===== src/include/tcdm_ecc_cfg.svh =====
// tcdm ecc scratchpad configuration
// lane count, bank geometry and code word widths shared by rtl and testbench
`ifndef TCDM_ECC_CFG_SVH
`define TCDM_ECC_CFG_SVH

`define TCDM_NB_LANES   4
`define TCDM_NB_BANKS   8   // must stay a power of two
`define TCDM_BANK_DEPTH 64
`define TCDM_DATA_W     32
`define TCDM_PAR_W      7

// derived widths
`define TCDM_BSEL_W ($clog2(`TCDM_NB_BANKS))
`define TCDM_ROW_W  ($clog2(`TCDM_BANK_DEPTH))
`define TCDM_ADDR_W (`TCDM_BSEL_W + `TCDM_ROW_W)   // word address

`endif


===== src/rtl/tcdm_ecc_pkg.sv =====
// SEC-DED code types for the scratchpad
// code word layout, decode status and the Hsiao check matrix columns
`include "tcdm_ecc_cfg.svh"

package tcdm_ecc_pkg;

  typedef struct packed {
    logic [`TCDM_DATA_W-1:0] data;
    logic [`TCDM_PAR_W-1:0]  parity;
  } code_word_t;

  // ordered by severity, merge picks the largest
  typedef enum logic [1:0] {
    ECC_OK            = 2'd0,
    ECC_CORRECTED     = 2'd1,
    ECC_UNCORRECTABLE = 2'd2
  } ecc_status_e;

  // column of data bit idx: the idx-th weight-3 pattern in ascending order
  function automatic logic [`TCDM_PAR_W-1:0] hsiao_col(input int unsigned idx);
    int unsigned                n;
    logic [`TCDM_PAR_W-1:0]     cand;
    logic [`TCDM_PAR_W-1:0]     col;
    n   = 0;
    col = '0;
    for (int unsigned v = 0; v < (1 << `TCDM_PAR_W); v++) begin
      cand = (`TCDM_PAR_W)'(v);
      if ($countones(cand) == 3) begin
        if (n == idx) col = cand;
        n++;
      end
    end
    return col;
  endfunction

endpackage


===== src/rtl/tcdm_bus_pkg.sv =====
// bus types of the wide access port
// initiator side wide request and response, per lane and per bank
// requests and the bank read response
`include "tcdm_ecc_cfg.svh"

package tcdm_bus_pkg;

  typedef enum logic {
    OP_READ  = 1'b0,
    OP_WRITE = 1'b1
  } mem_op_e;

  typedef struct packed {
    mem_op_e                                      op;
    logic [`TCDM_ADDR_W-1:0]                      addr;  // start word
    logic [`TCDM_NB_LANES-1:0][`TCDM_DATA_W-1:0]  data;
  } wide_req_t;

  typedef struct packed {
    logic [`TCDM_NB_LANES-1:0][`TCDM_DATA_W-1:0]  data;
    tcdm_ecc_pkg::ecc_status_e                    status;     // worst over lanes
    logic [`TCDM_NB_LANES-1:0]                    corrected;
  } wide_rsp_t;

  typedef struct packed {
    logic [`TCDM_ADDR_W-1:0]  addr;
    tcdm_ecc_pkg::code_word_t cw;
  } lane_req_t;

  typedef struct packed {
    logic [`TCDM_ROW_W-1:0]   row;
    tcdm_ecc_pkg::code_word_t cw;
  } bank_req_t;

  typedef struct packed {
    tcdm_ecc_pkg::code_word_t cw;
  } bank_rsp_t;

endpackage


===== src/rtl/bank_rotation_router.sv =====
// lockstep rotating router between the lanes of a wide access and the banks
// lane k goes to bank (order + k) mod NB_BANKS, all banks fire together
// read responses come back one cycle later, rotated back by the saved order
`timescale 1ns/1ps
`include "tcdm_ecc_cfg.svh"

module bank_rotation_router (
  input  logic                                          clk_i,
  input  logic                                          rst_ni,
  input  logic                                          req_i,
  input  tcdm_bus_pkg::mem_op_e                         op_i,
  input  logic [`TCDM_BSEL_W-1:0]                       order_i,
  input  tcdm_bus_pkg::lane_req_t [`TCDM_NB_LANES-1:0]  lane_req_i,
  output logic                                          gnt_o,
  output logic                                          r_valid_o,
  output tcdm_ecc_pkg::code_word_t [`TCDM_NB_LANES-1:0] lane_rdata_o,
  output logic [`TCDM_NB_BANKS-1:0]                     bank_req_o,
  output tcdm_bus_pkg::mem_op_e                         bank_op_o,
  output tcdm_bus_pkg::bank_req_t [`TCDM_NB_BANKS-1:0]  bank_o,
  input  logic [`TCDM_NB_BANKS-1:0]                     bank_gnt_i,
  input  tcdm_bus_pkg::bank_rsp_t [`TCDM_NB_BANKS-1:0]  bank_rdata_i
);

  import tcdm_bus_pkg::*;

  logic [`TCDM_NB_LANES-1:0][`TCDM_NB_BANKS-1:0] lane_sel;  // one-hot per lane
  logic [`TCDM_NB_BANKS-1:0]                     bank_tgt;
  logic                                          accept;
  logic                                          rd_q;
  logic [`TCDM_BSEL_W-1:0]                       order_q;

  for (genvar k = 0; k < `TCDM_NB_LANES; k++) begin : lane_gen
    logic [`TCDM_BSEL_W-1:0] bank_idx;
    logic [`TCDM_BSEL_W-1:0] rsp_idx;

    // wraps naturally since the bank count is a power of two
    assign bank_idx    = order_i + (`TCDM_BSEL_W)'(k);
    assign lane_sel[k] = req_i ? ((`TCDM_NB_BANKS)'(1) << bank_idx) : '0;

    // response side uses the order of the access accepted last cycle
    assign rsp_idx         = order_q + (`TCDM_BSEL_W)'(k);
    assign lane_rdata_o[k] = bank_rdata_i[rsp_idx].cw;
  end

  // OR the selected lanes onto each bank
  always_comb begin
    bank_tgt = '0;
    bank_o   = '0;
    for (int b = 0; b < `TCDM_NB_BANKS; b++) begin
      for (int k = 0; k < `TCDM_NB_LANES; k++) begin
        bank_tgt[b]  |= lane_sel[k][b];
        bank_o[b].row |= lane_sel[k][b] ?
                         lane_req_i[k].addr[`TCDM_ADDR_W-1:`TCDM_BSEL_W] : '0;
        bank_o[b].cw  |= lane_sel[k][b] ? lane_req_i[k].cw : '0;
      end
    end
  end

  // every targeted bank must grant, untargeted banks don't care
  assign gnt_o  = &(~bank_tgt | bank_gnt_i);
  assign accept = req_i & gnt_o;

  // banks only see the request once the whole access goes through
  assign bank_req_o = bank_tgt & {`TCDM_NB_BANKS{gnt_o}};
  assign bank_op_o  = op_i;

  always_ff @(posedge clk_i or negedge rst_ni) begin
    if (!rst_ni) begin
      rd_q    <= 1'b0;
      order_q <= '0;
    end else begin
      rd_q <= accept && (op_i == OP_READ);   // writes give no response
      if (accept) begin
        order_q <= order_i;
      end
    end
  end

  assign r_valid_o = rd_q;   // fixed latency of one

endmodule


===== config.mk =====
export PLATFORM = sky130hd
export DESIGN_NAME = bank_rotation_router
export DESIGN_NICKNAME = d
export VERILOG_FILES = /design/src/rtl/tcdm_ecc_pkg.sv /design/src/rtl/tcdm_bus_pkg.sv /design/src/rtl/bank_rotation_router.sv
export VERILOG_INCLUDE_DIRS = /design/src /design/src/include
export SDC_FILE = /design/constraint.sdc
export NUM_CORES = 1
export LEC_CHECK = 0
export ABC_AREA = 1
export BUFFER_PORTS_ARGS = -buffer_cell sky130_fd_sc_hd__buf_2
export CORE_AREA = 4 4 405 407
export CTS_CLUSTER_DIAMETER = 100
export CTS_CLUSTER_SIZE = 14
export DETAILED_ROUTE_END_ITERATION = 16
export DIE_AREA = 0 0 409 411
export GPL_TIMING_DRIVEN = 0
export HOLD_SLACK_MARGIN = 0.05
export PLACE_DENSITY_LB_ADDON = 0.08
export SYNTH_ARGS = -nofsm -noshare
export SYNTH_HDL_FRONTEND = slang
export SYNTH_SLANG_ARGS = --single-unit

===== constraint.sdc =====
create_clock -name clk_i -period 3.4 [get_ports clk_i]
set_input_delay 0.17 -clock clk_i [delete_from_list [all_inputs] [get_ports clk_i]]
set_output_delay 0.17 -clock clk_i [all_outputs]
set_load 0.01 [all_outputs]

==> results of run 1 <==
-- cell usage after synthesis (2+ instances only) --
library cell,n,area share
sky130_fd_sc_hd__o21ai_0,639,0.20
sky130_fd_sc_hd__a21oi_1,178,0.054
sky130_fd_sc_hd__o22a_1,78,0.042
sky130_fd_sc_hd__inv_1,342,0.078
sky130_fd_sc_hd__nand3_1,10,0.0031
sky130_fd_sc_hd__buf_1,25,0.0057
sky130_fd_sc_hd__nand2_1,1330,0.30
sky130_fd_sc_hd__xor2_1,3,0.0016
sky130_fd_sc_hd__a22oi_1,4,0.0018
sky130_fd_sc_hd__inv_2,7,0.0016
sky130_fd_sc_hd__o22ai_1,112,0.043
sky130_fd_sc_hd__dfrtp_1,4,0.0061
sky130_fd_sc_hd__nor2_1,197,0.045
sky130_fd_sc_hd__clkbuf_1,174,0.040
sky130_fd_sc_hd__nor2_2,5,0.0019
sky130_fd_sc_hd__nand4_1,74,0.028
sky130_fd_sc_hd__ha_1,2,0.0015
sky130_fd_sc_hd__a221oi_1,29,0.015
sky130_fd_sc_hd__mux2i_1,4,0.0024
sky130_fd_sc_hd__o21ai_1,14,0.0043
sky130_fd_sc_hd__buf_2,121,0.037
sky130_fd_sc_hd__o2111ai_1,156,0.083
-- timing repair --
action | in CTS | in global routing
endpoints found under the setup margin | 113 | 62
endpoints found under the hold margin | 4 | 0
gates resized for setup | 108 | 23
pin swaps | 1 | 1
hold buffers | 1 | 0
setup buffers | 1 | 0
-- cell usage in the layout, fill, tap and decap left out, types with 6 or more instances in the layout --
cell type / count
sky130_fd_sc_hd__nand2_1: 1330
sky130_fd_sc_hd__buf_2: 1133
sky130_fd_sc_hd__o21ai_0: 637
sky130_fd_sc_hd__inv_1: 341
sky130_fd_sc_hd__nor2_1: 197
sky130_fd_sc_hd__a21oi_1: 178
sky130_fd_sc_hd__o2111ai_1: 155
sky130_fd_sc_hd__clkbuf_1: 127
sky130_fd_sc_hd__o22ai_1: 112
sky130_fd_sc_hd__o22a_1: 77
sky130_fd_sc_hd__nand4_1: 74
sky130_fd_sc_hd__diode_2: 47
sky130_fd_sc_hd__a221oi_1: 29
sky130_fd_sc_hd__buf_1: 21
sky130_fd_sc_hd__clkbuf_2: 18
sky130_fd_sc_hd__o21ai_1: 16
sky130_fd_sc_hd__clkbuf_4: 12
sky130_fd_sc_hd__nand3_1: 10
sky130_fd_sc_hd__inv_2: 8
sky130_fd_sc_hd__clkbuf_8: 7
sky130_fd_sc_hd__clkbuf_16: 7
sky130_fd_sc_hd__buf_4: 6
-- cell type report --
cell class	count	share of cell area
repair buffers	1020	0.208
well taps	2160	0.109
inverters	349	0.0529
multi-input cells	2841	0.550
flip-flops and latches	4	0.00409
diodes	47	0.00475
plain buffers	321	0.0679
clock buffers	3	0.00303
-- per-stage QoR --
step / hold WS (ns) / total power, mW / setup TNS, ns / cells
after CTS: 0.102 / 13.5 / 0 / 6698
after floorplan: -0.126 / 5.71 / 0 / 3515
after global placement: 0.00979 / 12.9 / -118.79 / 6691
after global routing: 0.122 / 14.2 / 0 / 6724
final: 0.107 / 13.6 / 0 / 6745
after detailed placement: 0.00803 / 12.9 / -122.10 / 6693
-- per-layer routing --
layer | up-vias | share of wire
met3 | 420 | 0.086
met1 | 15900 | 0.39
met4 | 64 | 0.046
li1 | 14000 | -
met2 | 1902 | 0.48
met5 | - | 0.0016
-- cells by family after synthesis --
| kind of cell | after synthesis |
|---|---|
| AOI/OAI and AO/OA | 1211 |
| buffers and inverters | 670 |
| muxes | 4 |
| xor gates and xnor gates | 4 |
| DFF | 4 |
| adders and majority gates | 2 |
| and+or+nand+nor | 1620 |
-- state kept, by name (all words and copies together) (netlist names) --
register and flops:
order_q 3, r_valid_o 1
-- power by group through the flow --
| stage | Clock [mW] | Combinational (mW) | Sequential [mW] |
|---|---|---|---|
| final | 0.192 | 13.3 | 0.0815 |
| after detailed placement | 0 | 12.8 | 0.0781 |
| after floorplan | 0 | 5.65 | 0.0646 |
| after global placement | 0 | 12.9 | 0.0779 |
| after global routing | 0.200 | 13.9 | 0.0811 |
| after CTS | 0.200 | 13.2 | 0.0797 |
-- worst max-delay path by stage --
stage,startpoint,to,slack (ns),depth (start not counted)
2_1_floorplan,order_q[0],lane_rdata_o[117],0.57,13
3_5_place_dp,order_q[0],lane_rdata_o[118],-1.88,14
3_3_place_gp,order_q[0],lane_rdata_o[118],-1.82,14
4_1_cts,order_q[1],lane_rdata_o[36],0.005,6
6_report,req_i,bank_o[132],0.01,8
5_1_grt,order_q[0],lane_rdata_o[118],0.006,14
==> impl_metrics.ini, run 1 <==
[power_and_ir_drop]
power.static_leakage_nw = 12.0
proportion_of_power_drawn_by_flip_flops_and_latches = 0.006
total_switching_power_mw = 9.63
power.share.switching = 0.709
share_comb_of_total_power = 0.980
share_clk_of_total_power = 0.014
cellInternalPower_mw = 3.95
power.ir.vdd_worst_mv = 0.407
p_per_area_nw_per_um2 = 548

[synthesis]
synthDistinctLibCells = 29
postSynthCellCount = 3515
synth_edf_count = 0
ys.flop_type = sky130_fd_sc_hd__dfrtp_1
synth_xor_xnor_area_share = 0.00214
main_combinational_cell_family_by_area_after_synthesis = compound AO/OA/AOI/OAI gates
async_flop_share = 1.00
synth-seq-area-share = 0.00611
synth_fp_nets = 4036
netlist_area_um2 = 16400
synth_mux_area_frac = 0.00244
synth.yosys.warnings = 0
synth_compound_gate_area_share = 0.439
post_synth_and_or_nand_nor_area_fraction = 0.385
yosys_register_bits = 4
syn_avg_cell_area_um2 = 4.66
yosys.area_share.adder = 0.00153

[worst_setup_path]
timing.critical_path.arrival_ns = 3.22
worst_path_most_repeated_cell = sky130_fd_sc_hd__buf_2
timing.critical_path.fanout_max = 10
worst-r2r-setup-slack_ns = 1.89
crit_path_top_delay_cell = sky130_fd_sc_hd__clkbuf_1
path_buf_inv = 5
critical_path.cell_chain = buf_2 > nand2_2 > inv_1 > nand2_1 > buf_2 > clkbuf_1 > o2111ai_1 > buf_2
worstPathRequired_ns = 3.23
worst_setup_path_start_kind = input pin
delay_of_the_slowest_cell_on_the_worst_path_ns = 1.13
regToRegEndpoint = order_q[0]
worstRegToRegCells = 7
worstSetupPathType = input pin to output pin
critPathCaptureType = output pin
regToRegStartpoint = order_q[0]
timing.critical_path.max_delay_family = buffers and inverters

[worst_hold_path]
min_path_cells = 2
min-delay-path-class = input pin to flop
worst_hold_endpoint = r_valid_o
min-delay-start = op_i

[clock_tree]
clk_pin_slew_worst_paths_ns = 0.04
cts_tree = yes
h-tree-depth = 1
clkSinkCount = 4
clock-root-buffer = sky130_fd_sc_hd__clkbuf_16
cts_inserted_buffers = 3
clock_insertion_delay_worst_skew_ns = 0.22
clock_tree.buffer_depth = 2

[grt]
antenna_violations_before_repair = 143
grt_pass1_vias = 30900
global_route.usage.total = 0.265
globalRouteMet3Util = 0.0699
grt.overflow.total = 0
grt_use_met1 = 0.308
grt_first_pass_wirelength_mm = 306
global_route.peak_usage_layer = met2
grt_max_degree = 11
gr-usage-met2 = 0.463

[placed_design]
place_hpwl_mm = 198
routabilityCongestion = 0.931
detailed_place.area_um2 = 24200
preCtsSetupSlack_ns = -1.88
io_buffers = 1016

[routing]
route.antenna.remaining_nets = 0
num_vias = 32300
wl_per_cell_um = 35.2
routed_via_density = 4.78
detail_route.drc_violations = 0
dr.first_iter.drc_count = 2937
wl_mm = 237
drt_pass1_iterations = 6

[layout]
nets = 5061
layout-drive-gt1-share = 0.267
area_delta_synth_final_pct = 51.1
sequential_cell_area_um2 = 101
final_core_utilization = 0.155
area_of_combinational_cells_with_multiple_inputs_um2 = 13600
fillerInstances = 19500
design_area_um2 = 24800

[die]
top_level_ports = 1046
fp.coreArea_um2 = 160000
full_die_area_um2 = 168000
row_count = 147
fp.dieH_um = 411
starting_density_of_the_core = 0.102
floorplan.die.width_um = 409

[sta]
post_layout_min_period_ns = 3.39
timing.final.max_slew_violations = 0
timing.final.hold_violations = 0
unrepaired_setup_endpoints_after_global_routing = false
final.setup.worst_slack_ns = 0.0141
setup_viol = 0
fmax_ghz = 0.295
timing.clock.skew_ns = 0
max-slew-margin-rel = 0.00238
min_period_over_period = 0.996
tightest_slew_ns = 1.50

[job]
max_cap_violations = 1

[outcome]
failed_checks = max-capacitance violations
outcome = finished, violations left
Note: power is estimated with default switching activity, not from simulation.
==> run 2, diff against run 1 <==
ABC_AREA = unset   (was 1)
CORE_AREA = 4 4 410 412   (was 4 4 405 407)
DIE_AREA = 0 0 414 416   (was 0 0 409 411)
==> run 2 against run 1 <==
Net effect: the flow now finishes without violations; sequential cell count unchanged; non-clock buffer count down 76; first-iteration DRC count down 32%; maximum frequency up 1.1%; routed wire length down 19%; combinational power down 11%; power down 10%; clock skew unchanged; critical path type unchanged.
==> impl_metrics.ini, run 2 <==
[outcome]
outcome = finished clean

[sta]
setup_viol = 0
unrepaired_setup_endpoints_after_global_routing = true
final.setup.worst_slack_ns = 0.0520
timing.final.max_slew_violations = 0
max-slew-margin-rel = 0.162
timing.clock.skew_ns = 0
tightest_slew_ns = 1.26
setup-tns-final_ns = 0
post_layout_min_period_ns = 3.35
min_period_over_period = 0.985
finalHoldWorstSlack_ns = 0.118
fmax_ghz = 0.299
timing.final.hold_violations = 0

[synthesis]
ys.flop_type = sky130_fd_sc_hd__dfrtp_1
async_flop_share = 1.00
synth_edf_count = 0
yosysTopAreaCellShare = 0.341
syn_avg_cell_area_um2 = 7.87
top_cells_by_count_synth = sky130_fd_sc_hd__a22oi_1, sky130_fd_sc_hd__nand2_1, sky130_fd_sc_hd__mux2_2
synthDistinctLibCells = 33
yosys_register_bits = 4
top_cells_by_area_in_the_synthesized_netlist = sky130_fd_sc_hd__a22oi_1, sky130_fd_sc_hd__mux2_2, sky130_fd_sc_hd__mux4_2, sky130_fd_sc_hd__nand2_1, sky130_fd_sc_hd__clkbuf_1
netlist_area_um2 = 15800
synth_largest_area_cell = sky130_fd_sc_hd__a22oi_1
synth-seq-area-share = 0.00632
postSynthCellCount = 2012
most_common_cell_in_the_synthesized_netlist = sky130_fd_sc_hd__a22oi_1
synth_fp_nets = 2533
synth.yosys.warnings = 0

[clock_tree]
clock_insertion_delay_worst_skew_ns = 0.23
h-tree-depth = 1
clk_pin_slew_worst_paths_ns = 0.04
clock-root-buffer = sky130_fd_sc_hd__clkbuf_16
clock_tree.buffer_depth = 2
cts_inserted_buffers = 3
clkSinkCount = 4
cts_tree = yes

[layout]
largest_register = order_q
commonest_non_fill_non_tap_cells_in_the_layout = sky130_fd_sc_hd__buf_2, sky130_fd_sc_hd__a22oi_1, sky130_fd_sc_hd__nand2_1
design_area_um2 = 23300
area_delta_synth_final_pct = 47.0
fillerInstances = 19200
layout_commonest_cell = sky130_fd_sc_hd__buf_2
largest_register_ffs = 3
nets = 3397
layout-drive-gt1-share = 0.505

[die]
row_count = 149
full_die_area_um2 = 172000
fp.dieH_um = 416
floorplan.die.width_um = 414
top_level_ports = 1046
fp.coreArea_um2 = 164000
starting_density_of_the_core = 0.0963

[worst_setup_path]
worstPathRequired_ns = 3.23
delay_of_the_slowest_cell_on_the_worst_path_ns = 0.74
crit_path_top_delay_cell = sky130_fd_sc_hd__buf_1
timing.critical_path.arrival_ns = 3.18
timing.critical_path.fanout_max = 10
worst_setup_path_start_kind = input pin
worst_path_most_repeated_cell = sky130_fd_sc_hd__nand2_1
critical_path.cell_chain = buf_4 > nand2_1 > nor3_4 > buf_6 > clkbuf_1 > buf_1 > a22oi_1 > nand2_1 > buf_2
critPathCaptureType = output pin
worstSetupPathType = input pin to output pin
path_buf_inv = 5
timing.critical_path.max_delay_family = buffers and inverters

[grt]
grt.overflow.total = 0
antenna_violations_before_repair = 85
grt_max_degree = 11
grt_pass1_vias = 23400
grt_first_pass_wirelength_mm = 248
global_route.usage.total = 0.209

[power_and_ir_drop]
total_switching_power_mw = 7.12
cellInternalPower_mw = 5.10
proportion_of_power_drawn_by_flip_flops_and_latches = 0.006
share_clk_of_total_power = 0.016
power.ir.vdd_worst_mv = 0.239
power_mw = 12.2
p_per_area_nw_per_um2 = 524
power.share.switching = 0.583
power.static_leakage_nw = 10.2
share_comb_of_total_power = 0.978

[routing]
met3WireLength_mm = 12.2
route.antenna.remaining_nets = 0
routed_via_density = 4.54
top_signal_layer_used = met5
met2_wirelength_mm = 103
wl_mm = 192
drt_pass1_iterations = 6
dr.first_iter.drc_count = 1984
routedLengthMet1_mm = 72.9
num_vias = 23100
wl_per_cell_um = 37.7
detail_route.drc_violations = 0

[placed_design]
place_hpwl_mm = 155
io_buffers = 851
routabilityCongestion = 0.841
preCtsSetupSlack_ns = -2.80
detailed_place.area_um2 = 22900

[worst_hold_path]
min-delay-path-class = input pin to flop

[job]
max_cap_violations = 0
run 2: cell count changes after synthesis, sizes merged, moves of 74 or more:
| cell | delta |
|---|---|
| nand2 | -967 |
| a21oi | -177 |
| o22a | -78 |
| o2111ai | -156 |
| clkbuf | +98 |
| a22oi | +716 |
| nand4 | -74 |
| nor2 | -187 |
| o22ai | -111 |
| o21ai | -651 |
| mux4 | +156 |
| mux2 | +314 |
| inv | -345 |
run 2: metrics by stage:
step	std cells	util
4_1_cts	5063	0.141
6_report	5090	0.142
2_1_floorplan	2012	-
3_5_place_dp	5058	0.140
3_3_place_gp	5052	0.139
5_1_grt	5074	0.141
run 2: metal layers:
layer  track usage  vias to the layer above
met5             0                        -
met3        0.0480                      223
met1         0.234                    12100
met4        0.0276                       30
li1              -                     9690
met2         0.407                     1069
run 2: power groups by stage:
stage	Clock, mW	Combinational (mW)	Sequential [mW]
6_report	0.197	11.9	0.0683
5_1_grt	0.203	12.5	0.0704
4_1_cts	0.198	12.3	0.0694
3_5_place_dp	0	12.2	0.0698
3_3_place_gp	0	12.2	0.0697
2_1_floorplan	0	6.44	0.0662
run 2: kinds of logic after synthesis:
family,synth area share
AO/OA/AOI/OAI,0.345
multiplexers,0.446
buffers and inverters,0.103
AND/OR/NAND/NOR,0.0954
XOR/XNOR,0.00324
flip-flops,0.00632
adder cells (fa/ha/maj),0.00158
run 2: final cells by class:
class | count | area, um2 | share of cell area
diodes | 27 | 67.6 | 0.00290
well taps | 2189 | 2740 | 0.118
plain buffers | 406 | 1780 | 0.0764
inverters | 4 | 15.0 | 0.000645
flip-flops and latches | 4 | 100 | 0.00430
clock buffers | 3 | 75.1 | 0.00322
repair buffers | 859 | 4360 | 0.187
multi-input cells | 1598 | 14200 | 0.608
run 2: final timing paths:
check / startpoint / to / slack (ns) / cells after the start
setup / recovery: order_i[2] / bank_o[206] / 0.05 / 9
hold / removal: op_i / r_valid_o / 0.12 / 2
setup reg to reg: order_q[2] / order_q[2] / 1.17 / 5
hold reg to reg: order_q[1] / order_q[1] / 0.58 / 1
max in group asynchronous: rst_ni / order_q[1] / 2.92 / 2
min in group asynchronous: rst_ni / r_valid_o / 0.31 / 2
run 2: worst reg2reg max path: stages (launching register included):
cell                              delay, ns
sky130_fd_sc_hd__dfrtp_1               0.31
sky130_fd_sc_hd__buf_2                 0.33
sky130_fd_sc_hd__clkdlybuf4s15_2       0.59
sky130_fd_sc_hd__clkbuf_1              0.58
sky130_fd_sc_hd__buf_8                 0.24
sky130_fd_sc_hd__a21o_1                0.13
run 2: repair_timing:
action | CTS | global route
hold endpoints to repair | 4 | 0
endpoints found under the setup margin | 366 | 152
buffers inserted | 1 | 0
hold buffers | 1 | 0
resized for setup | 63 | 50
